`config.mk`:
```
export PLATFORM = sky130hd
export DESIGN_NAME = pe_shifter
export DESIGN_NICKNAME = d
export VERILOG_FILES = /design/src/design/pe_isa_pkg.sv /design/src/design/pe_shifter.sv
export VERILOG_INCLUDE_DIRS = /design/src /design/src/design
export SDC_FILE = /design/constraint.sdc
export NUM_CORES = 1
export LEC_CHECK = 0
export ABC_CLOCK_PERIOD_IN_PS = 2950
export BUFFER_PORTS_ARGS = -buffer_cell sky130_fd_sc_hd__buf_2
export CORE_AREA = 4 4 63 65
export DETAILED_ROUTE_END_ITERATION = 8
export DIE_AREA = 0 0 67 69
export PLACE_DENSITY = 0.8
export REMOVE_ABC_BUFFERS = 1
export SYNTH_ARGS = -nofsm -noshare
export SYNTH_HDL_FRONTEND = slang
export SYNTH_SLANG_ARGS = --single-unit
export TNS_END_PERCENT = 1
```
`constraint.sdc`:
```
create_clock -name vclk -period 2.95
set_input_delay 0 -clock vclk [all_inputs]
set_output_delay 0 -clock vclk [all_outputs]
set_load 0.05 [all_outputs]
```
`src/design/pe_settings.svh`:
```
`ifndef PE_SETTINGS_SVH
`define PE_SETTINGS_SVH

// **************************************************
// Processing element sizing
// **************************************************

`define PE_DATA_WIDTH 16 // Datapath word width
`define PE_ADDR_WIDTH 4  // Register address width
`define PE_NUM_REGS   16 // Register file depth

`endif

```
`src/design/pe_isa_pkg.sv`:
```
`include "pe_settings.svh"

package pe_isa_pkg;

	// **************************************************
	// Opcodes issued by the array controller
	// **************************************************

	typedef enum logic [3:0] {
		NOP   = 4'd0,  // No unit, no write-back
		ADD   = 4'd1,  // ALU, x + y
		SUB   = 4'd2,  // ALU, x - y
		AND   = 4'd3,  // ALU bitwise
		OR    = 4'd4,  // ALU bitwise
		XOR   = 4'd5,  // ALU bitwise
		MUL   = 4'd6,  // Multiplier, signed
		SHL   = 4'd7,  // Shifter, logical left
		SHR   = 4'd8,  // Shifter, logical right
		SRA   = 4'd9,  // Shifter, arithmetic right
		BCAST = 4'd10  // Broadcast word into rd
	} pe_opcode_e;

	// **************************************************
	// Instruction word
	// **************************************************

	typedef struct packed {
		pe_opcode_e                opcode;  // Operation
		logic [`PE_ADDR_WIDTH-1:0] rd;      // Destination register
		logic [`PE_ADDR_WIDTH-1:0] rs_x;    // Source for operand x
		logic [`PE_ADDR_WIDTH-1:0] rs_y;    // Source for operand y
		logic [`PE_DATA_WIDTH-1:0] bc_data; // Broadcast word
	} pe_instr_t;

endpackage

```
`src/design/pe_shifter.sv`:
```
`include "pe_settings.svh"

module pe_shifter
(
	input  pe_isa_pkg::pe_opcode_e    opcode, // From execute stage
	input  logic [`PE_DATA_WIDTH-1:0] x,      // Value to shift
	input  logic [`PE_DATA_WIDTH-1:0] y,      // Low bits give the amount
	output logic [`PE_DATA_WIDTH-1:0] result  // To crossbar
);

	import pe_isa_pkg::*;

	localparam int SHAMT_W = $clog2(`PE_DATA_WIDTH);

	logic [SHAMT_W-1:0] shamt; // 0 to 15 at the default width

	assign shamt = y[SHAMT_W-1:0]; // Upper bits of y ignored

	// **************************************************
	// Barrel shift
	// **************************************************

	always_comb
	begin
		case (opcode)
			SHL:     result = x << shamt;
			SHR:     result = x >> shamt;          // Zero fill
			SRA:     result = $signed(x) >>> shamt; // Sign fill
			default: result = '0;
		endcase
	end

endmodule

```
==> impl_metrics.ini <==
[status]
status = finished, final reports clean

[critical_path]
path_max_fanout = 22
critPathKind = in2out
cp_slowest_stage_delay_ns = 0.53
required_ns = 2.95
startpoint = y[0]
crit_buf_inv = 3
cp.depth = 7
arrival_ns = 2.17
endpoint_kind = output pin
crit_end = result[11]
start_kind = input port
crit_chain = buf_2, buf_4, mux4_2, mux2_2, a21oi_1, o211ai_1, buf_2
cpMaxStageDelayCell = mux4_2
crit_family = buffers and inverters
cpMostUsedCell = buf_2

[layout]
fin_nets = 245
fin_area_mm2 = 0.001823
seq_area_um2 = 0
area_delta_synth_final_pct = 10.97
drive_gt1_share_pct = 41.06
num_antenna_cells = 0
multi_input_area_mm2 = 0.001524
fill_cells = 314
seq_cells = 0
clkbuf_count = 0

[timing]
finalHoldViolations = 0
finalCritPeriodShare_pct = 73.59
max_freq_ghz = 0.4606
max-slew-margin-rel_pct = 49.91
whs_ns = 0.5052
finalCriticalPeriod_ns = 2.171
maxSlewViolCount = 0
worst_slew_pin_slew_ns = 0.7513
rsz0062_at_grt = false
tns_ns = 0
report.final.setup_viol = 0

[floorplan]
initial_core_util_pct = 49.23
die_h_um = 69
core_area_mm2 = 0.003337
row_count = 21
io_pins = 52
die_x_um = 67
die-area_mm2 = 0.004623

[power]
p_total_mw = 0.3065
vdd_drop_max_uv = 90.74
powerDensity_mw_per_mm2 = 168.1
power.leakage_nw = 0.7414

[clocking]
post-cts-setup-buffer-count = 0
cts_resized = 0
cts_hold_buf = 0

[detailed_routing]
drtPass1Iterations = 4
drtIter0Drc = 259
route.detailed.drc = 0
vias_per_cell = 6.941
drt-wirelength-per-cell_um = 19.74
drt-total-wl_um = 4993
ant_nets = 0
vias = 1756

[flow_run]
cap_violations = 0

[placement]
place_area_mm2 = 0.001823
io_buffers = 40
gp_congestion = 0.9508
dp_hpwl_um = 3820

[min_path]
worstHoldPathType = in2out
hold_depth = 4
min_from = x[0]

[logic_synthesis]
syn-instance-count = 182
avgSynthCellArea_um2 = 9.027
yosys.cell_types.count = 51
ys.warnings.count = 0
netlist_area_mm2 = 0.001643
yosysSeqAreaShare_pct = 0

[global_routing]
overflow = 0
grt_usage_pct = 21.67
grt_pass1_vias = 1626
antenna_found_initial = 0
grt_max_degree = 42
grt_pass1_wl_um = 8252
-- cell families after synthesis --
kind of cell	after synthesis	share of synthesized area (%)
and+or+nand+nor	54	16.45
muxes	54	52.86
AOI/OAI and AO/OA	51	23.46
buffers and inverters	23	7.236
-- tightest hold or removal path: cells and delay by family --
kind / cells / cell delay (ns)
buffers and inverters: 2 / 0.36
AND/OR/NAND/NOR: 2 / 0.15
-- how the worst min path moves through the flow --
stage / to
after floorplan: result[4]
after global placement: result[0]
after detailed placement: result[0]
after CTS: result[0]
after global routing: result[0]
final: result[0]
-- synth_stat cells, drive strengths merged (3+ instances only) --
| master | n | share of area, % |
|---|---|---|
| nand2 | 16 | 3.7 |
| nand3 | 5 | 1.5 |
| o2111ai | 3 | 1.6 |
| mux2 | 18 | 14 |
| o21ai | 8 | 2.4 |
| nor3 | 3 | 0.91 |
| a22oi | 3 | 1.4 |
| clkbuf | 7 | 1.6 |
| mux2i | 14 | 8.5 |
| o221ai | 4 | 2.5 |
| a21oi | 5 | 1.8 |
| o211ai | 10 | 4.6 |
| nor2 | 14 | 3.2 |
| inv | 5 | 1.1 |
| buf | 11 | 4.5 |
| mux4 | 22 | 30 |
-- metrics by stage --
| step | util [%] | setup WS (ns) | std cells |
|---|---|---|---|
| after floorplan | - | 1.408 | 164 |
| after global placement | 54.63 | 0.8044 | 253 |
| after detailed placement | 54.63 | 0.7838 | 253 |
| after CTS | 54.63 | 0.7734 | 253 |
| after global routing | 54.63 | 0.5784 | 253 |
| final | 54.63 | 0.7791 | 253 |
-- metal layers --
| layer | global-route usage [%] | part of all wire [%] | wire length [um] |
|---|---|---|---|
| met4 | 3.829 | 2.0 | 102 |
| met5 | 0 | 0 | 0 |
| met1 | 33.91 | 43 | 2125 |
| met3 | 0.9740 | 8.5 | 426 |
| met2 | 32.97 | 47 | 2338 |
-- report_power, final --
| part | internal, mW | switching (mW) |
|---|---|---|
| sequential | 0 | 0 |
| combinational | 0.129 | 0.177 |
| clock | 0 | 0 |
-- cell type report --
class / instances / area share, %
inverters: 5 / 1.030
well taps: 46 / 3.157
multi-input cells: 159 / 83.60
repair buffers: 43 / 12.22
-- cells in the final DEF (no fill, tap or decap), drive strengths merged, types with 2 or more instances in the layout --
| cell type | synthesis | routed |
|---|---|---|
| buf | 11 | 43 |
| mux4 | 22 | 22 |
| mux2 | 18 | 18 |
| nand2 | 16 | 16 |
| mux2i | 14 | 14 |
| nor2 | 14 | 14 |
| o211ai | 10 | 10 |
| o21ai | 8 | 8 |
| nand3 | 5 | 5 |
| a21oi | 5 | 5 |
| inv | 5 | 5 |
| o221ai | 4 | 4 |
| nor3 | 3 | 3 |
| a22oi | 3 | 3 |
| o2111ai | 3 | 3 |
| o31a | 2 | 2 |
| nand2b | 2 | 2 |
| a2111oi | 2 | 2 |
| a211oi | 2 | 2 |
| nor2b | 2 | 2 |
| nor4 | 2 | 2 |
| a211o | 2 | 2 |
| o22ai | 2 | 2 |
Note: power is estimated with default switching activity, not from simulation.
