`src/design/pe_settings.svh`:
```
`ifndef PE_SETTINGS_SVH
`define PE_SETTINGS_SVH

// **************************************************
// Processing element sizing
// **************************************************

`define PE_DATA_WIDTH 16 // Datapath word width
`define PE_ADDR_WIDTH 4  // Register address width
`define PE_NUM_REGS   16 // Register file depth

`endif

```
`src/design/pe_isa_pkg.sv`:
```
`include "pe_settings.svh"

package pe_isa_pkg;

	// **************************************************
	// Opcodes issued by the array controller
	// **************************************************

	typedef enum logic [3:0] {
		NOP   = 4'd0,  // No unit, no write-back
		ADD   = 4'd1,  // ALU, x + y
		SUB   = 4'd2,  // ALU, x - y
		AND   = 4'd3,  // ALU bitwise
		OR    = 4'd4,  // ALU bitwise
		XOR   = 4'd5,  // ALU bitwise
		MUL   = 4'd6,  // Multiplier, signed
		SHL   = 4'd7,  // Shifter, logical left
		SHR   = 4'd8,  // Shifter, logical right
		SRA   = 4'd9,  // Shifter, arithmetic right
		BCAST = 4'd10  // Broadcast word into rd
	} pe_opcode_e;

	// **************************************************
	// Instruction word
	// **************************************************

	typedef struct packed {
		pe_opcode_e                opcode;  // Operation
		logic [`PE_ADDR_WIDTH-1:0] rd;      // Destination register
		logic [`PE_ADDR_WIDTH-1:0] rs_x;    // Source for operand x
		logic [`PE_ADDR_WIDTH-1:0] rs_y;    // Source for operand y
		logic [`PE_DATA_WIDTH-1:0] bc_data; // Broadcast word
	} pe_instr_t;

endpackage

```
`src/design/pe_datapath_pkg.sv`:
```
`include "pe_settings.svh"

package pe_datapath_pkg;

	// Unit select, at most one bit high
	typedef struct packed {
		logic alu; // ALU result
		logic mul; // Multiplier result
		logic shf; // Shifter result
		logic bc;  // Broadcast word
	} unit_en_t;

	// **************************************************
	// Execute stage register contents
	// **************************************************

	typedef struct packed {
		logic                      valid;   // Instruction writes back
		pe_isa_pkg::pe_opcode_e    opcode;  // Operation for ALU and shifter
		logic [`PE_ADDR_WIDTH-1:0] rd;      // Write-back address
		unit_en_t                  unit_en; // Result source
		logic [`PE_DATA_WIDTH-1:0] x;       // Forwarded operand x
		logic [`PE_DATA_WIDTH-1:0] y;       // Forwarded operand y
		logic [`PE_DATA_WIDTH-1:0] bc_data; // Broadcast word
	} exec_stage_t;

	typedef struct packed {
		logic                      valid; // Write pulse
		logic [`PE_ADDR_WIDTH-1:0] addr;  // Register address
		logic [`PE_DATA_WIDTH-1:0] data;  // Result word
	} wb_t;

	typedef struct packed {
		logic alu_saturate; // Signed clamp on ADD and SUB
		logic mul_high;     // Upper product half
	} pe_cfg_t;

endpackage

```
`src/design/pe_decoder.sv`:
```
`include "pe_settings.svh"

module pe_decoder
(
	input  logic                         clk,         // Element clock
	input  logic                         reset,       // Sync, active high
	input  logic                         instr_valid, // Instruction strobe
	input  pe_isa_pkg::pe_instr_t        instr,       // From array controller
	input  logic [`PE_DATA_WIDTH-1:0]    x_fwd,       // Operand x after forwarding
	input  logic [`PE_DATA_WIDTH-1:0]    y_fwd,       // Operand y after forwarding
	output logic [`PE_ADDR_WIDTH-1:0]    rs_x,        // Read address x
	output logic [`PE_ADDR_WIDTH-1:0]    rs_y,        // Read address y
	output pe_datapath_pkg::exec_stage_t exec         // Execute stage
);

	import pe_isa_pkg::*;
	import pe_datapath_pkg::*;

	unit_en_t                  unit_en_d; // Decoded unit select
	logic                      valid_q;   // Control state
	unit_en_t                  unit_en_q;
	pe_opcode_e                opcode_q;  // Payload, no reset
	logic [`PE_ADDR_WIDTH-1:0] rd_q;
	logic [`PE_DATA_WIDTH-1:0] x_q;
	logic [`PE_DATA_WIDTH-1:0] y_q;
	logic [`PE_DATA_WIDTH-1:0] bc_q;

	assign rs_x = instr.rs_x; // Register file reads in the issue cycle
	assign rs_y = instr.rs_y;

	// **************************************************
	// Opcode to unit select
	// **************************************************

	always_comb
	begin
		unit_en_d = '0;
		if (instr_valid)
		begin
			case (instr.opcode)
				ADD, SUB, AND, OR, XOR: unit_en_d.alu = 1'b1;
				MUL:                    unit_en_d.mul = 1'b1;
				SHL, SHR, SRA:          unit_en_d.shf = 1'b1;
				BCAST:                  unit_en_d.bc  = 1'b1;
				default:                unit_en_d     = '0; // NOP and unused codes
			endcase
		end
	end

	always_ff @(posedge clk)
	begin
		if (reset)
		begin
			valid_q   <= 1'b0;
			unit_en_q <= '0;
		end
		else
		begin
			valid_q   <= |unit_en_d; // Only unit ops write back
			unit_en_q <= unit_en_d;
		end
	end

	always_ff @(posedge clk)
	begin
		if (instr_valid)
		begin
			opcode_q <= instr.opcode;
			rd_q     <= instr.rd;
			x_q      <= x_fwd;         // Already includes wb bypass
			y_q      <= y_fwd;
			bc_q     <= instr.bc_data;
		end
	end

	assign exec = '{valid: valid_q, opcode: opcode_q, rd: rd_q, unit_en: unit_en_q,
		x: x_q, y: y_q, bc_data: bc_q};

	// A stage without a unit must never claim a write-back
	exec_valid_needs_unit: assert property (@(posedge clk) disable iff (reset)
		(exec.unit_en == '0) |-> !exec.valid)
		else $error("pe_decoder: exec valid with no unit enabled");

endmodule

```
`config.mk`:
```
export PLATFORM = sky130hd
export DESIGN_NAME = pe_decoder
export DESIGN_NICKNAME = d
export VERILOG_FILES = /design/src/design/pe_isa_pkg.sv /design/src/design/pe_datapath_pkg.sv /design/src/design/pe_decoder.sv
export VERILOG_INCLUDE_DIRS = /design/src /design/src/design
export SDC_FILE = /design/constraint.sdc
export NUM_CORES = 1
export LEC_CHECK = 0
export BUFFER_PORTS_ARGS = -buffer_cell sky130_fd_sc_hd__clkbuf_2
export CORE_ASPECT_RATIO = 0.9
export CORE_MARGIN = 2
export CORE_UTILIZATION = 40
export DETAILED_ROUTE_END_ITERATION = 6
export PLACE_DENSITY = 0.78
export SLEW_MARGIN = 0
export SYNTH_ARGS = -nofsm -noshare
export SYNTH_HDL_FRONTEND = slang
export SYNTH_SLANG_ARGS = --single-unit
```
`constraint.sdc`:
```
create_clock -name clk -period 0.85 [get_ports clk]
set_input_delay 0.085 -clock clk [delete_from_list [all_inputs] [get_ports clk]]
set_output_delay 0.085 -clock clk [all_outputs]
set_load 0.01 [all_outputs]
```
==> impl_results.rst <==
.. list-table::
   :header-rows: 1

   * - Metric
     - Value
   * - Register area share after synthesis
     - 0.917
   * - Count of distinct cell types in the synthesized netlist
     - 14
   * - Horiz. Die Dim
     - 77.5 microns
   * - Crit-path slowest cell
     - edfxtp_1
   * - Fill count
     - 290
   * - Setup CP Type
     - reg2out
   * - Final worst path period share
     - 1.15
   * - Footprint of the flip-flops and latches
     - ~1800 sq um
   * - IO Port Bufs
     - 119
   * - Number of DRC violations after detailed-routing iteration 0
     - 127
   * - Outcome
     - finished with violations
   * - Worst setup startpoint
     - bc_q[11]
   * - Average routed wire per standard cell
     - 16.5 microns
   * - Via-to-Cell Ratio
     - 4.36
   * - Synthesized cell area
     - just under 2000 sq um
   * - Power density cells
     - between 1500 and 2000 nW/um^2
   * - Post-detailed-placement half-perimeter wirelength
     - 3050 microns
   * - Residual DRC count
     - 0
   * - First-pass detailed-route iteration total
     - 4
   * - Area growth, synth to finish
     - 71.4%
   * - Area share of the largest cell type after synthesis
     - 0.865
   * - Final count of negative-setup-slack endpoints
     - 56
   * - Clk pin slew, worst setup/hold paths
     - 0.06 ns
   * - Row count
     - 24
   * - Post-Synthesis Net Count
     - 149
   * - Clock root buffer
     - clkbuf_8
   * - Largest area contributor in the synthesized netlist
     - edfxtp_1
   * - Top-count cell post-synth
     - edfxtp_1
   * - DIE AREA
     - 5430 sq um
   * - Final-stage net count
     - 328
   * - Area after detailed placement
     - 2600 sq um
   * - Async SR Flop Fraction
     - 0
   * - Startpoint kind of the worst setup timing path
     - flop
   * - Post-route setup slack
     - -0.124 ns
   * - Final Max Slew Viols
     - 0
   * - Initial core utilization
     - 0.407
   * - Count of flip-flops with a built-in enable after synthesis
     - 56
   * - Ranking of synthesized cells by area
     - edfxtp_1 87%, dfxtp_1 5.2%, buf_4 3.5%
   * - Failing checks
     - negative setup slack
   * - TritonCTS clock tree
     - built
   * - Multi-input gate area in the final layout
     - 98.8 sq um
   * - Area of the core
     - roughly 4800 sq um
   * - Number of buffers between clock root and the deepest sink
     - 2
   * - Global placement routability congestion
     - 0.741
   * - Maximum clock rate
     - 1.03 GHz
   * - Maximum fanout count along the critical path
     - 1
   * - Critical path required time
     - roughly 0.76 ns
   * - Path length in cells of the critical path
     - 1
   * - Cell chain of the critical path
     - clkbuf_2
   * - Max Cap Violations
     - 0
   * - Number of warnings reported in the yosys synthesis log
     - 0
   * - Floorplan die height
     - about 70 microns
   * - # IOs
     - about 140
   * - Clock tree sinks
     - between 60 and 70
   * - Accumulated negative setup slack
     - -3.75 ns
   * - Slew at the pin closest to its max-slew limit
     - 0.268 ns
   * - Crit-path leading delay family
     - flip-flops
   * - Buffer and inverter count on the worst path
     - 1
   * - Top_reg_cell synth
     - edfxtp_1
   * - Antenna violations before repair
     - 0
   * - Worst IR drop on VDD
     - ~1100 uV
   * - Register bit count reported by yosys
     - 61
   * - End point of the critical path
     - exec[11]
   * - Layout Cell Area excl Fill
     - 3330 sq um
   * - Most common library cells after synthesis
     - 56 x edfxtp_1, 9 x buf_4, 5 x dfxtp_1
   * - Mean instance size in the synthesized netlist
     - 23.7 sq um
   * - Number of standard cells after synthesis
     - 82
   * - H-tree level count
     - 3
   * - Post-route core utilization
     - 0.698
   * - Leakage component of the power
     - roughly 1.4 nW
   * - Final wirelength
     - 5480 microns
   * - RSZ-0062 raised after global routing
     - true
   * - Final critical delay including setup and external delays
     - around 0.97 ns
   * - Residual overflow from global routing
     - 0
   * - Fraction of final layout cells with drive strength greater than 1
     - 0.534
   * - Largest net degree at the start of global routing
     - between 40 and 50
   * - Worst setup EP type
     - primary output
   * - Critical Path AT
     - 0.89 ns
   * - Number of buffers inserted during clock tree synthesis
     - 9
   * - Worst Hold Class
     - in2reg
   * - Count of final hold-check violations
     - 0
   * - Global-route wire length before repair
     - 7810 microns
   * - Vias in the first global route
     - ~1400
   * - Global routing usage summed across all routing layers
     - 0.203
   * - Antenna Nets Post-Route
     - 0
   * - Setup bufs post-CTS
     - 0
   * - Delay contributed by the slowest stage of the critical path
     - 0.41 ns
   * - Slew headroom
     - 0.820
   * - Diode insertion count for antenna repair
     - 0
   * - Total via count in the routed design
     - ~1400
power breakdown:
part	leakage (nW)	switching (mW)	total, mW	internal, mW
Combinational	0.773	0.372	0.800	0.428
Sequential	0.591	0.0754	3.60	3.53
Clock	0.0844	1.00	2.13	1.13
cells in the final DEF, fill, tap and decap left out, drive strengths merged, types with 2 or more instances in the layout:
master	count
buf	13
dfxtp	5
edfxtp	56
clkbuf	125
nor4b	2
dlygate4sd3	53
clkinv	2
how the worst min path moves through the flow:
stage | from | endpoint | cells past startpoint
floorplan | instr[28] | exec[50] | 1
global placement | instr[21] | rs_x[1] | 0
detailed placement | instr[21] | rs_x[1] | 0
CTS | instr[28] | exec[48] | 2
global route | instr[28] | exec[48] | 2
finish | instr[28] | exec[48] | 2
cells by family (layout without fill, tap and decap cells):
group | Yosys count | after routing | share of synthesized area
flip-flops | 61 | 61 | 0.917
buffers and inverters | 9 | 193 | 0.0348
AO/OA/AOI/OAI | 4 | 4 | 0.0174
AND/OR/NAND/NOR | 8 | 8 | 0.0309
cell type report:
type,count,share of cell area
flip-flops and latches,61,0.536
repair buffers,177,0.361
clock buffers,14,0.0458
multi-input cells,12,0.0297
well taps,65,0.0244
clock inverters,2,0.00301
flip-flops by register name, summed over array words and instances (netlist names):
signal and count:
bc_q 16, exec 4, opcode_q 4, rd_q 4, valid_q 1, x_q 16, y_q 16
metal layers:
metal  wire length (microns)  vias up  global-route usage
li1                        -      675                   -
met1                    1940      677               0.215
met2                    3030       77               0.369
met3                     426       14              0.0607
met4                      77        0              0.0913
met5                       0        -                   0
stage by stage:
stage,cells,worst slack (ns),power (mW),hold WS (ns)
after global routing,331,-0.141,6.80,0.0272
after global placement,262,-0.0124,4.20,0.170
after detailed placement,262,-0.0208,4.23,0.170
after floorplan,82,0.176,3.83,0.161
final,331,-0.124,6.54,0.0311
after CTS,331,-0.106,6.53,0.0197
repair_timing:
item,in CTS,in global routing
endpoints found under the hold margin,54,0
hold buffers,53,0
endpoints found under the setup margin,61,62
gates resized for setup,3,14
(Power assumes the default switching activity.)
