`src/design/pe_settings.svh`:
```
`ifndef PE_SETTINGS_SVH
`define PE_SETTINGS_SVH

// **************************************************
// Processing element sizing
// **************************************************

`define PE_DATA_WIDTH 16 // Datapath word width
`define PE_ADDR_WIDTH 4  // Register address width
`define PE_NUM_REGS   16 // Register file depth

`endif

```
`src/design/pe_isa_pkg.sv`:
```
`include "pe_settings.svh"

package pe_isa_pkg;

	// **************************************************
	// Opcodes issued by the array controller
	// **************************************************

	typedef enum logic [3:0] {
		NOP   = 4'd0,  // No unit, no write-back
		ADD   = 4'd1,  // ALU, x + y
		SUB   = 4'd2,  // ALU, x - y
		AND   = 4'd3,  // ALU bitwise
		OR    = 4'd4,  // ALU bitwise
		XOR   = 4'd5,  // ALU bitwise
		MUL   = 4'd6,  // Multiplier, signed
		SHL   = 4'd7,  // Shifter, logical left
		SHR   = 4'd8,  // Shifter, logical right
		SRA   = 4'd9,  // Shifter, arithmetic right
		BCAST = 4'd10  // Broadcast word into rd
	} pe_opcode_e;

	// **************************************************
	// Instruction word
	// **************************************************

	typedef struct packed {
		pe_opcode_e                opcode;  // Operation
		logic [`PE_ADDR_WIDTH-1:0] rd;      // Destination register
		logic [`PE_ADDR_WIDTH-1:0] rs_x;    // Source for operand x
		logic [`PE_ADDR_WIDTH-1:0] rs_y;    // Source for operand y
		logic [`PE_DATA_WIDTH-1:0] bc_data; // Broadcast word
	} pe_instr_t;

endpackage

```
`src/design/pe_datapath_pkg.sv`:
```
`include "pe_settings.svh"

package pe_datapath_pkg;

	// Unit select, at most one bit high
	typedef struct packed {
		logic alu; // ALU result
		logic mul; // Multiplier result
		logic shf; // Shifter result
		logic bc;  // Broadcast word
	} unit_en_t;

	// **************************************************
	// Execute stage register contents
	// **************************************************

	typedef struct packed {
		logic                      valid;   // Instruction writes back
		pe_isa_pkg::pe_opcode_e    opcode;  // Operation for ALU and shifter
		logic [`PE_ADDR_WIDTH-1:0] rd;      // Write-back address
		unit_en_t                  unit_en; // Result source
		logic [`PE_DATA_WIDTH-1:0] x;       // Forwarded operand x
		logic [`PE_DATA_WIDTH-1:0] y;       // Forwarded operand y
		logic [`PE_DATA_WIDTH-1:0] bc_data; // Broadcast word
	} exec_stage_t;

	typedef struct packed {
		logic                      valid; // Write pulse
		logic [`PE_ADDR_WIDTH-1:0] addr;  // Register address
		logic [`PE_DATA_WIDTH-1:0] data;  // Result word
	} wb_t;

	typedef struct packed {
		logic alu_saturate; // Signed clamp on ADD and SUB
		logic mul_high;     // Upper product half
	} pe_cfg_t;

endpackage

```
`src/design/pe_alu.sv`:
```
`include "pe_settings.svh"

module pe_alu
(
	input  pe_isa_pkg::pe_opcode_e    opcode, // From execute stage
	input  logic [`PE_DATA_WIDTH-1:0] x,      // Operand x
	input  logic [`PE_DATA_WIDTH-1:0] y,      // Operand y
	input  pe_datapath_pkg::pe_cfg_t  cfg,    // Uses alu_saturate
	output logic [`PE_DATA_WIDTH-1:0] result  // To crossbar
);

	import pe_isa_pkg::*;

	localparam int MSB = `PE_DATA_WIDTH - 1;

	// Signed limits, 16'h7fff and 16'h8000 at the default width
	localparam logic [`PE_DATA_WIDTH-1:0] SAT_MAX = {1'b0, {MSB{1'b1}}};
	localparam logic [`PE_DATA_WIDTH-1:0] SAT_MIN = {1'b1, {MSB{1'b0}}};

	logic [`PE_DATA_WIDTH-1:0] sum;       // Wrapped x + y
	logic [`PE_DATA_WIDTH-1:0] diff;      // Wrapped x - y
	logic                      sum_ovf;   // Signed overflow on add
	logic                      diff_ovf;  // Signed overflow on subtract
	logic [`PE_DATA_WIDTH-1:0] sat_value; // Clamp follows sign of x

	assign sum  = x + y;
	assign diff = x - y;

	// Like signs in, other sign out
	assign sum_ovf  = (x[MSB] == y[MSB]) && (sum[MSB] != x[MSB]);
	assign diff_ovf = (x[MSB] != y[MSB]) && (diff[MSB] != x[MSB]);

	assign sat_value = x[MSB] ? SAT_MIN : SAT_MAX;

	// **************************************************
	// Operation select
	// **************************************************

	always_comb
	begin
		case (opcode)
			ADD:     result = (cfg.alu_saturate && sum_ovf) ? sat_value : sum;
			SUB:     result = (cfg.alu_saturate && diff_ovf) ? sat_value : diff;
			AND:     result = x & y;
			OR:      result = x | y;
			XOR:     result = x ^ y;
			default: result = '0; // Not an ALU op, crossbar ignores it
		endcase
	end

endmodule

```
`config.mk`:
```
export PLATFORM = sky130hd
export DESIGN_NAME = pe_alu
export DESIGN_NICKNAME = d
export VERILOG_FILES = /design/src/design/pe_isa_pkg.sv /design/src/design/pe_datapath_pkg.sv /design/src/design/pe_alu.sv
export VERILOG_INCLUDE_DIRS = /design/src /design/src/design
export SDC_FILE = /design/constraint.sdc
export NUM_CORES = 1
export LEC_CHECK = 0
export ABC_CLOCK_PERIOD_IN_PS = 2100
export BUFFER_PORTS_ARGS = -buffer_cell sky130_fd_sc_hd__buf_2
export CORE_MARGIN = 2
export CORE_UTILIZATION = 53
export DETAILED_ROUTE_END_ITERATION = 10
export PLACE_DENSITY = 0.9
export SYNTH_ARGS = -nofsm -noshare
export SYNTH_HDL_FRONTEND = slang
export SYNTH_SLANG_ARGS = --single-unit
```
`constraint.sdc`:
```
create_clock -name vclk -period 2.1
set_clock_uncertainty 0.15 [all_clocks]
set_input_delay 0.105 -clock vclk [all_inputs]
set_output_delay 0.105 -clock vclk [all_outputs]
set_load 0.02 [all_outputs]
```
==> results of run 1 <==
==> through the flow <==
stage | util [%] | cell area (um2) | instances | hold WS [ps]
after floorplan | - | 2850 | 368 | 353
after global placement | 82.8 | 3910 | 584 | 623
after detailed placement | 82.8 | 3910 | 584 | 626
after CTS | 94.3 | 4450 | 600 | 629
==> repair_timing <==
action	4_1_cts
setup endpoints to repair	16
setup buffers	18
pin swaps	50
cloned	1
endpoints found under the hold margin	0
hold buffers	0
resized for setup	108
==> logic make-up after synthesis <==
kind of cell / Yosys count / synth area share [%]
AOI/OAI and AO/OA: 135 / 37.9
xor gates and xnor gates: 19 / 6.38
adders and majority gates: 49 / 24.1
and+or+nand+nor: 101 / 20.1
muxes: 1 / 0.384
buffers and inverters: 63 / 11.2
==> cells in the mapped netlist (3+ instances only) <==
library cell	count
o21ai_0	25
xor2_1	5
clkbuf_1	5
nand2_1	18
a31oi_1	3
buf_2	5
ha_1	47
a211oi_2	3
nor2_1	37
o211ai_1	16
a21oi_1	22
a211oi_1	13
a21oi_2	3
or3_1	3
o2111ai_1	9
a21o_1	5
nor3_1	10
nand3_1	3
xnor2_1	14
inv_1	41
a221oi_1	4
buf_4	3
a22oi_1	8
buf_6	3
nor2b_1	3
o21a_1	3
nand2b_1	7
==> impl_metrics.py, run 1 <==
metrics = {
    "logic_synthesis": {
        "avgSynthCellArea_um2": 7.09,
        "yosysTopAreaCellShare_pct": 22.6,
        "syn_nets": 455,
        "synth_area_leaders": "ha_1, inv_1, nor2_1, o21ai_0, xnor2_1",
        "syn_inst": 368,
        "yosys_warnings": 0,
        "ys_seq_area_share_pct": 0,
        "synth_top_cell_by_area": "ha_1",
        "synth_cell_types": 68,
        "synth.cell_area_um2": 2610,
    },
    "place": {
        "gp_congestion": 1.06,
        "pre_cts_slack_ps": -775,
        "portBuffers": 53,
        "dpl.hpwl_mm": 8.69,
    },
    "outcome": {
        "error_line": "[ERROR DPL-0038] Utilization greater than 100%, impossible to legalize",
        "outcome": "stopped before the end",
        "lastStage": "5_1_grt",
    },
    "floorplan": {
        "die-height_um": 74.1,
        "io_pins": 54,
        "start_util_pct": 55.2,
        "die_x_um": 74.1,
        "row_count": 25,
    },
    "sta": {
        "endpoint_type": "top-level output",
        "worstEndpointGrtRepair": "result[6]",
    },
    "global_routing": {
        "grt_max_degree": 17,
    },
}
==> run 2: changes to the inputs <==
--- a/config.mk
+++ b/config.mk
@@ -6,12 +6,12 @@
 export SDC_FILE = /design/constraint.sdc
 export NUM_CORES = 1
 export LEC_CHECK = 0
-export ABC_CLOCK_PERIOD_IN_PS = 2100
+export ABC_CLOCK_PERIOD_IN_PS = 2750
 export BUFFER_PORTS_ARGS = -buffer_cell sky130_fd_sc_hd__buf_2
 export CORE_MARGIN = 2
-export CORE_UTILIZATION = 53
+export CORE_UTILIZATION = 40
 export DETAILED_ROUTE_END_ITERATION = 10
-export PLACE_DENSITY = 0.9
+export PLACE_DENSITY_LB_ADDON = 0.15
 export SYNTH_ARGS = -nofsm -noshare
 export SYNTH_HDL_FRONTEND = slang
 export SYNTH_SLANG_ARGS = --single-unit
==> constraint.sdc (replaced) <==
create_clock -name vclk -period 2.75
set_clock_uncertainty 0.15 [all_clocks]
set_input_delay 0.1375 -clock vclk [all_inputs]
set_output_delay 0.1375 -clock vclk [all_outputs]
set_load 0.02 [all_outputs]
==> run 2 against run 1 <==
The flow now finishes, with violations (negative setup slack). Synthesized cell count unchanged. Area after synthesis unchanged.
==> impl_metrics.py, run 2 <==
metrics = {
    "cells_and_area": {
        "final.fill_count": 602,
        "antennaDiodeCount": 0,
        "layout_commonest_cell": "buf_4",
        "final_cell_mix": "buf_4, buf_2, nor2_1",
        "syn2layout_area_growth_pct": 49.7,
        "final_cell_area_um2": 3900,
        "seq_cells": 0,
        "post-route-util_pct": 61.8,
        "seqCellArea_um2": 0,
        "nets": 572,
        "clkbuf_count": 0,
        "drive_gt1_share_pct": 43.1,
    },
    "logic_synthesis": {
        "yosys_warnings": 0,
        "synth.most_common_cell": "ha_1",
        "synth_common_cells": "ha_1, inv_1, nor2_1, o21ai_0, a21oi_1",
        "ys_seq_area_share_pct": 0,
        "avgSynthCellArea_um2": 7.09,
        "syn_inst": 368,
        "syn_nets": 455,
        "synth_area_leaders": "ha_1, inv_1, nor2_1, o21ai_0, xnor2_1",
        "synth_cell_types": 68,
        "synth.cell_area_um2": 2610,
        "yosysTopAreaCellShare_pct": 22.6,
        "synth_top_cell_by_area": "ha_1",
    },
    "outcome": {
        "failed_checks": "negative setup slack",
        "outcome": "finished with violations",
    },
    "floorplan": {
        "io_pins": 54,
        "die_x_um": 84.7,
        "dieArea_um2": 7180,
        "row_count": 29,
        "start_util_pct": 41.3,
        "core_area_um2": 6310,
        "die-height_um": 84.7,
    },
    "setup_path": {
        "path_max_fanout": 3,
        "cp_slowest_cell": "fa_2",
        "cp_num_buf_inv": 6,
        "path_cells": "buf_8 -> inv_6 -> ha_4 -> inv_4 -> fa_2 -> nor2b_4 -> o311ai_2 -> buf_4 -> a211oi_4 -> o21ai_2 -> buf_4 -> a21oi_4 -> nor4_4 -> o211ai_1 -> buf_4",
        "cp.arrival_ps": 2460,
        "endpoint_kind": "output port",
        "crit_family": "buffers and inverters",
        "cp-start-kind": "primary input",
        "slowest_delay_ps": 400,
        "crit_required_ps": 2460,
        "crit_top_cell": "buf_4",
        "worst-setup-path-type": "in2out",
    },
    "sta": {
        "fin_crit_sh_pct": 100,
        "relSlewSlack_pct": 51.4,
        "rsz0062_at_grt": "yes",
        "worst_pin_slew_ps": 729,
        "final-setup-viol-count": 1,
        "slew_violations": 0,
        "layout_setup_ws_ps": -1.36,
        "max_freq_mhz": 363,
        "setup_tns_ps": -1.36,
        "finalHoldViolations": 0,
        "layout_min_cycle_time_ps": 2750,
    },
    "route": {
        "dr.pass1.iters": 5,
        "avgRoutedWirePerCell_um": 16.0,
        "via_per_inst": 5.60,
        "antenna_left": 0,
        "vias": 3134,
        "route.detailed.drc": 0,
        "drt-initial-drc-count": 198,
        "wirelength_mm": 8.96,
    },
    "global_routing": {
        "antenna_found_initial": 0,
        "grt_pass1_wl_mm": 13.7,
        "grt_pass1_vias": 2875,
        "grt_usage_pct": 22.8,
        "grt_max_degree": 17,
        "grtUsageMet3_pct": 1.57,
        "busiest_layer": "met2",
        "met1_usage_pct": 33.3,
        "use_met2_pct": 37.7,
        "overflow": 0,
    },
    "job": {
        "drv_cap": 0,
    },
    "min_path": {
        "hp-class": "in2out",
    },
    "pwr": {
        "cellLeakagePower_nw": 1.79,
        "power.density_nw_per_um2": 214,
        "ir_worst_vdd_v": 0.000110,
    },
    "clock_network": {
        "holdBufCountCts": 0,
    },
    "place": {
        "gp_congestion": 0.968,
        "portBuffers": 53,
        "dpl.hpwl_mm": 6.86,
        "dpl_cell_area_um2": 3390,
    },
}
## run 2: power breakdown
group	switching (mW)	internal, mW
Sequential	0	0
Combinational	0.445	0.391
Clock	0	0
## run 2: final timing paths
path / cells past startpoint / slack (ps) / from / endpoint
hold / removal: 5 / 670 / y[15] / result[15]
setup / recovery: 15 / -1 / x[0] / result[10]
## run 2: timing repair
action / 4_1_cts / 5_1_grt
gates resized for setup: 12 / 91
setup buffers: 2 / 6
endpoints found under the setup margin: 16 / 16
pin swaps: 5 / 33
## run 2: tightest hold or removal path: cells and delay by family
kind	cells	cell delay, ps
AO/OA/AOI/OAI	2	180
adder cells (fa/ha/maj)	1	140
buffers and inverters	2	230
## run 2: area by class of cell
type	instances	area [um2]	area share [%]
multi-input combinational	305	2670	68.4
timing repair buffer	135	963	24.7
inverter	43	174	4.46
tap	77	96.3	2.47
## run 2: stage by stage
stage	setup slack [ps]	hold slack (ps)	std cells	power [mW]
after floorplan	245	439	368	0.436
after global placement	-101	665	552	0.687
after detailed placement	-137	672	552	0.693
after CTS	2.81	672	554	0.716
after global routing	-89.4	699	560	0.904
final	-1.36	672	560	0.836
## run 2: cells by family after synthesis
| family | Yosys count | synth area share [%] |
|---|---|---|
| AOI/OAI and AO/OA | 135 | 37.9 |
| xor gates and xnor gates | 19 | 6.38 |
| adders and majority gates | 49 | 24.1 |
| buffers and inverters | 63 | 11.2 |
| muxes | 1 | 0.384 |
| and+or+nand+nor | 101 | 20.1 |
## run 2: metal layers
metal	vias up	routed length [um]
met3	16	428
met5	-	0
met1	1434	4250
li1	1561	-
met2	123	4160
met4	0	124
No activity file was read; power rests on OpenSTA's default activity.
