<file path="src/design/pe_settings.svh">
`ifndef PE_SETTINGS_SVH
`define PE_SETTINGS_SVH

// **************************************************
// Processing element sizing
// **************************************************

`define PE_DATA_WIDTH 16 // Datapath word width
`define PE_ADDR_WIDTH 4  // Register address width
`define PE_NUM_REGS   16 // Register file depth

`endif

</file>
<file path="src/design/pe_isa_pkg.sv">
`include "pe_settings.svh"

package pe_isa_pkg;

	// **************************************************
	// Opcodes issued by the array controller
	// **************************************************

	typedef enum logic [3:0] {
		NOP   = 4'd0,  // No unit, no write-back
		ADD   = 4'd1,  // ALU, x + y
		SUB   = 4'd2,  // ALU, x - y
		AND   = 4'd3,  // ALU bitwise
		OR    = 4'd4,  // ALU bitwise
		XOR   = 4'd5,  // ALU bitwise
		MUL   = 4'd6,  // Multiplier, signed
		SHL   = 4'd7,  // Shifter, logical left
		SHR   = 4'd8,  // Shifter, logical right
		SRA   = 4'd9,  // Shifter, arithmetic right
		BCAST = 4'd10  // Broadcast word into rd
	} pe_opcode_e;

	// **************************************************
	// Instruction word
	// **************************************************

	typedef struct packed {
		pe_opcode_e                opcode;  // Operation
		logic [`PE_ADDR_WIDTH-1:0] rd;      // Destination register
		logic [`PE_ADDR_WIDTH-1:0] rs_x;    // Source for operand x
		logic [`PE_ADDR_WIDTH-1:0] rs_y;    // Source for operand y
		logic [`PE_DATA_WIDTH-1:0] bc_data; // Broadcast word
	} pe_instr_t;

endpackage

</file>
<file path="src/design/pe_datapath_pkg.sv">
`include "pe_settings.svh"

package pe_datapath_pkg;

	// Unit select, at most one bit high
	typedef struct packed {
		logic alu; // ALU result
		logic mul; // Multiplier result
		logic shf; // Shifter result
		logic bc;  // Broadcast word
	} unit_en_t;

	// **************************************************
	// Execute stage register contents
	// **************************************************

	typedef struct packed {
		logic                      valid;   // Instruction writes back
		pe_isa_pkg::pe_opcode_e    opcode;  // Operation for ALU and shifter
		logic [`PE_ADDR_WIDTH-1:0] rd;      // Write-back address
		unit_en_t                  unit_en; // Result source
		logic [`PE_DATA_WIDTH-1:0] x;       // Forwarded operand x
		logic [`PE_DATA_WIDTH-1:0] y;       // Forwarded operand y
		logic [`PE_DATA_WIDTH-1:0] bc_data; // Broadcast word
	} exec_stage_t;

	typedef struct packed {
		logic                      valid; // Write pulse
		logic [`PE_ADDR_WIDTH-1:0] addr;  // Register address
		logic [`PE_DATA_WIDTH-1:0] data;  // Result word
	} wb_t;

	typedef struct packed {
		logic alu_saturate; // Signed clamp on ADD and SUB
		logic mul_high;     // Upper product half
	} pe_cfg_t;

endpackage

</file>
<file path="src/design/register_file.sv">
`include "pe_settings.svh"

module register_file
(
	input  logic                      clk,   // Element clock
	input  logic                      reset, // Clears every entry
	input  logic [`PE_ADDR_WIDTH-1:0] rs_x,  // Read address x
	input  logic [`PE_ADDR_WIDTH-1:0] rs_y,  // Read address y
	input  pe_datapath_pkg::wb_t      wb,    // Write port from crossbar
	output logic [`PE_DATA_WIDTH-1:0] rf_x,  // Read data x
	output logic [`PE_DATA_WIDTH-1:0] rf_y   // Read data y
);

	logic [`PE_DATA_WIDTH-1:0] regs [`PE_NUM_REGS]; // Register storage

	// **************************************************
	// Write port
	// **************************************************

	always_ff @(posedge clk)
	begin
		if (reset)
		begin
			for (int i = 0; i < `PE_NUM_REGS; i++)
				regs[i] <= '0;                // Known state for the array
		end
		else if (wb.valid)
			regs[wb.addr] <= wb.data;         // One write per cycle
	end

	// **************************************************
	// Read ports
	// **************************************************

	// Same-cycle write is not visible here, the crossbar bypasses it
	assign rf_x = regs[rs_x];
	assign rf_y = regs[rs_y];

endmodule

</file>
<file path="config.mk">
export PLATFORM = sky130hd
export DESIGN_NAME = register_file
export DESIGN_NICKNAME = d
export VERILOG_FILES = /design/src/design/pe_isa_pkg.sv /design/src/design/pe_datapath_pkg.sv /design/src/design/register_file.sv
export VERILOG_INCLUDE_DIRS = /design/src /design/src/design
export SDC_FILE = /design/constraint.sdc
export NUM_CORES = 1
export LEC_CHECK = 0
export BUFFER_PORTS_ARGS = -buffer_cell sky130_fd_sc_hd__buf_4
export CORE_MARGIN = 2
export CORE_UTILIZATION = 67
export DETAILED_ROUTE_END_ITERATION = 6
export GPL_ROUTABILITY_DRIVEN = 1
export PLACE_DENSITY = 0.86
export SYNTH_ARGS = -nofsm -noshare
export SYNTH_HDL_FRONTEND = slang
export SYNTH_SLANG_ARGS = --single-unit
</file>
<file path="constraint.sdc">
create_clock -name clk -period 2.29 [get_ports clk]
set_input_delay 0.1145 -clock clk [delete_from_list [all_inputs] [get_ports clk]]
set_output_delay 0.1145 -clock clk [all_outputs]
set_load 0.02 [all_outputs]
</file>
==> results of run 1 <==
-- worst max-delay path, delay by kind of cell (launching register included) --
family	cells	cell delay (ns)
mux	1	0.47
compound gates	1	0.30
flops	1	0.39
simple gates	1	0.19
buf+inv	1	0.20
-- area by class of cell --
class	count	share of cell area [%]
Tap cell	265	2.18
Sequential cell	256	50.6
Antenna cell	1	0.0165
Multi-Input combinational cell	527	35.7
Clock inverter	15	0.832
Clock buffer	29	4.22
Timing Repair Buffer	110	6.43
-- power by group through the flow --
stage	logic (mW)	registers (mW)	clock network [mW]
finish	1.45	5.59	3.99
global route	1.50	5.60	4.14
CTS	1.43	5.57	3.96
detailed placement	1.41	5.67	0
global placement	1.37	5.62	0
floorplan	0.899	5.59	0
-- worst max-delay path by stage --
stage	start	endpoint	slack [ns]
after floorplan	rs_x[0]	rf_x[10]	0.69
after global placement	rs_y[0]	rf_y[8]	0.38
after detailed placement	rs_y[0]	rf_y[8]	0.34
after CTS	regs[3][3]	rf_x[3]	0.12
after global routing	regs[3][7]	rf_x[7]	0.07
final	regs[3][3]	rf_x[3]	0.1
-- cells in the mapped netlist (all sizes together) --
library cell and count:
and2 258, nand2b 2, mux4 128, nand4b 1, nor2 14, nand2 33
nor3 4, clkbuf 58, or2 16, buf 18, nor2b 4, a22oi 64
edfxtp 256, or4b 1, nand4bb 2
-- what timing repair did --
action	CTS	global route
hold endpoints to repair	101	0
gates resized for setup	0	1
hold buffers	10	0
endpoints found under the setup margin	0	1
-- metal layers --
layer	GRT usage [%]	share of wire, %	vias up
li1	-	-	3433
met1	46.1	33	4349
met2	58.4	48	798
met3	11.3	14	175
met4	17.6	5.1	0
met5	0	0	-
-- cells by family (layout without fill, tap and decap cells) --
logic type             Yosys count  in the layout  synth area share, %
buffers and inverters           76            154                 2.29
AOI/OAI and AO/OA               64             64                 3.58
DFF                            256            256                 57.3
muxes                          128            128                 21.5
other                            0              1                    0
and+or+nand+nor                335            335                 15.3
-- stage by stage --
step / cell area, um^2 / instances / worst slack, ns / hold WS (ns) / utilization, %
floorplan: 13400 / 859 / 0.687 / 0.313 / -
detailed placement: 14300 / 1148 / 0.339 / 0.504 / 73.3
CTS: 15200 / 1202 / 0.123 / 0.00340 / 77.8
global route: 15200 / 1203 / 0.0729 / 0.0121 / 77.8
finish: 15200 / 1203 / 0.0994 / 0.00512 / 77.8
global placement: 14300 / 1148 / 0.383 / 0.495 / 73.3
==> run summary, run 1 <==
final period utilization: 95.7%
die area: 21,200 um^2
worst slew pin tran: 0.753 ns
hold crit path type: primary input to register
vias per std cell: 7.28
minimum clock period: 2.19 ns
clk slew on worst S/H paths: 0.06 ns
drt drc: 0
largest net degree at the start of global routing: 37
status: complete, no violations
via count: 8,755
Hold Path Depth: 2
mapped cell area: 13,400 um^2
Sink Count: 256
DRT iter0 DRCs: 1,165
Buffers on Ports: 62
Die H: 145 um
crit-path cells: mux4_2, a22oi_1, nand2_1, buf_4
DRT Pass-1 Iters: 6
Gate power share: 13.1%
Switching Share: 24.5%
H-tree depth: 1
PD cells: 726 nW/um^2
Starting Density: 68.7%
total power: 11.0 mW
Worst setup EP type: output port
P_int: 8.32 mW
core area: 19,500 um^2
routed len/inst: 31.4 um
CP max-delay cell: mux4_2
Largest Register: regs
root buf cell: clkbuf_16
WP data required: 2.18 ns
clk buf depth: 3
Hold Crit Start: wb[13]
total CTS buffers: 25
commonest cells after routing, fill and taps aside: edfxtp_1 (256), and2_1 (242), mux4_2 (128), buf_4 (90), a22oi_1 (63)
share of cells above drive strength 1: 32.8%
Seq pwr share: 50.7%
die width: 145 um
NetSw: 2.70 mW
Antenna Nets Post-Route: 0
vias in the first global route: 9,344
max-cap violations: 0
crit path kind: register to output port
register area: 7690 um^2
synthesis-stage register bit count: 256
Final Hold Vio Count: 0
Final HPWL DP: 22.9 mm
RSZ-0062 raised after global routing: false
Distinct cells, synth: 22
grt ovf: 0
Clock Power Share: 36.2%
Leakage: 5.37 nW
GRT Overall Usage: 36.5%
Critical Path Fanout Max: 2
yosys warns: 0
Worst slew margin: 49.8%
final setup violating endpoints: 0
fin. max-slew vios: 0
Syn Nets: 890
Post-Synthesis Cells: 859
first-pass GRT wire length: 56.0 mm
Fill cells: 1,067
top flop regs: regs x256
Area growth, synth to finish: 13.2%
Critical Path Max Stage Delay: 0.47 ns
Synth Area per Inst: 15.6 um^2
CTS tree: done
Nets: 951
area share of the largest cell type after synthesis: 57.3%
Synth area leader: edfxtp_1
Max VDD drop: 0.691 mV
sequential area share after synthesis: 57.3%
FMAX: 0.457 GHz
multi-input logic area: 5430 um^2
leading cell type in the layout, fill and taps excluded: edfxtp_1
end of the worst hold path: regs[14][13]
Synth area leaders: edfxtp_1 (57%), mux4_2 (21%), and2_1 (11%)
Setup Fix Bufs, Post-CTS: 0
Worst EP arrival: 2.08 ns
final WL: 37.8 mm
io pins: 63
Largest register FFs: 256
Startpoint Class: register
GP Congestion: 0.910
Rows: 51
setup TNS: 0 ns
initial antenna violation count: 3
No activity file was read; power rests on OpenSTA's default activity.
==> run 2, diff against run 1 <==
- PLACE_DENSITY: 0.86 -> 0.92
==> run summary, run 2 (synthesis results as in run 1) <==
via count: 8,482 (was 8,755)
Critical Path Fanout Max: 2 (unchanged)
minimum clock period: 2.22 ns (was 2.19 ns)
WP data required: 2.18 ns (about the same)
drt drc: 0 (unchanged)
Largest register FFs: 256 (unchanged)
total CTS buffers: 26 (was 25)
CP max-delay cell: mux4_2 (unchanged)
Largest Register: regs (unchanged)
final WL: 35.6 mm (was 37.8 mm)
first-pass GRT wire length: 53.6 mm (was 56.0 mm)
routed len/inst: 29.7 um (was 31.4 um)
root buf cell: clkbuf_16 (unchanged)
share of cells above drive strength 1: 32.7% (was 32.8%)
Final HPWL DP: 22.6 mm (was 22.9 mm)
Worst slew margin: 57.0% (was 49.8%)
Startpoint Class: register (unchanged)
Nets: 948 (was 951)
GP Congestion: 0.893 (was 0.910)
CTS tree: done (unchanged)
GRT Overall Usage: 34.3% (was 36.5%)
leading cell type in the layout, fill and taps excluded: edfxtp_1 (unchanged)
core area: 19,500 um^2 (unchanged)
largest net degree at the start of global routing: 32 (was 37)
Starting Density: 68.7% (unchanged)
worst slew pin tran: 0.646 ns (was 0.753 ns)
fin worst setup slack: 0.0667 ns (was 0.0994 ns)
Antenna diodes: 0 (was 1)
DRT Pass-1 Iters: 5 (was 6)
Area growth, synth to finish: 13.0% (was 13.2%)
Finished Core Util: 77.6% (was 77.8%)
die area: 21,200 um^2 (unchanged)
commonest cells after routing, fill and taps aside: edfxtp_1 (256), and2_1 (242), mux4_2 (128), buf_4 (90), a22oi_1 (64) (was edfxtp_1 (256), and2_1 (242), mux4_2 (128), buf_4 (90), a22oi_1 (63))
clk buf depth: 3 (unchanged)
Die H: 145 um (unchanged)
Sink Count: 256 (unchanged)
io pins: 63 (unchanged)
crit-path cells: mux4_2, a22oi_1, nand2_1, buf_4 (unchanged)
Top delay family on crit path: multiplexers (unchanged)
RSZ-0062 raised after global routing: false (unchanged)
DRT iter0 DRCs: 1,238 (was 1,165)
Critical Path Max Stage Delay: 0.48 ns (was 0.47 ns)
vias in the first global route: 8,914 (was 9,344)
die width: 145 um (unchanged)
top flop regs: regs x256 (unchanged)
setup TNS: 0 ns (unchanged)
crit path kind: register to output port (unchanged)
pre-CTS setup slack: 0.417 ns (was 0.339 ns)
H-tree depth: 1 (unchanged)
Worst setup EP type: output port (unchanged)
initial antenna violation count: 0 (was 3)
Rows: 51 (unchanged)
Worst EP arrival: 2.11 ns (was 2.08 ns)
PD cells: 728 nW/um^2 (was 726 nW/um^2)
Antenna Nets Post-Route: 0 (unchanged)
max-cap violations: 0 (unchanged)
Leakage: 5.36 nW (was 5.37 nW)
status: complete, no violations (unchanged)
Critical path buffers and inverters: 1 (unchanged)
final period utilization: 97.1% (was 95.7%)
fin cells: 1,201 (was 1,203)
FMAX: 0.450 GHz (was 0.457 GHz)
vias per std cell: 7.06 (was 7.28)
Setup Fix Bufs, Post-CTS: 0 (unchanged)
clk slew on worst S/H paths: 0.06 ns (about the same)
hold crit path type: primary input to register (unchanged)
Buffers on Ports: 62 (unchanged)
fin. max-slew vios: 0 (unchanged)
grt ovf: 0 (unchanged)
Post-Place Cells: 1,146 (was 1,148)
Final Hold Vio Count: 0 (unchanged)
final setup violating endpoints: 0 (unchanged)
Max VDD drop: 0.632 mV (was 0.691 mV)
==> run 2: changes by cell type in the layout (fill, tap and decap cells not counted) <==
cell           delta
clkinvlp_4        +1
a22oi_1           +1
a22oi_2           -1
bufinv_16         -1
clkinv_2          -1
diode_2           -1
nor3_1            -1
nor3_2            +1
clkbuf_16         +2
clkinv_1          +2
buf_12            -2
dlygate4sd3_1     -2
==> run 2: layout make-up <==
| type | count | area (um^2) |
|---|---|---|
| clock buffer | 31 | 691 |
| multi-input combinational | 527 | 5430 |
| clock inverter | 16 | 106 |
| sequential | 256 | 7690 |
| timing repair buffer | 106 | 916 |
| tap | 265 | 332 |
| fill | 1089 | 4370 |
==> run 2: repair_timing <==
item,4_1_cts,5_1_grt
gates resized for setup,0,0
endpoints found under the hold margin,56,0
hold buffers,8,0
==> run 2: metrics by stage <==
step | power, mW | cell area [um^2] | hold slack (ns)
final | 11.0 | 15200 | 0.00554
after global routing | 11.3 | 15200 | 0.0133
after CTS | 11.0 | 15200 | 0.00000411
after detailed placement | 7.07 | 14300 | 0.531
after global placement | 6.99 | 14300 | 0.524
after floorplan | 6.49 | 13400 | 0.313
==> run 2: path summary, 6_finish.rpt <==
kind	from	end	cells after the start
max	regs[8][1]	rf_x[1]	4
min	wb[8]	regs[14][8]	2
==> run 2: routing by layer <==
| layer | routed length [um] | global-route usage (%) | part of all wire [%] |
|---|---|---|---|
| met1 | 12100 | 44.8 | 34 |
| met2 | 17900 | 57.8 | 50 |
| met4 | 1780 | 14.2 | 5.0 |
| met5 | 0 | 0.227 | 0 |
| met3 | 3840 | 6.43 | 11 |
==> run 2: report_power, final <==
part	leakage (nW)	switching, mW	total (mW)	internal, mW
logic	2.53	0.782	1.44	0.658
registers	2.44	0.153	5.58	5.43
clock network	0.387	1.76	4.01	2.26
total	5.36	2.69	11.0	8.34
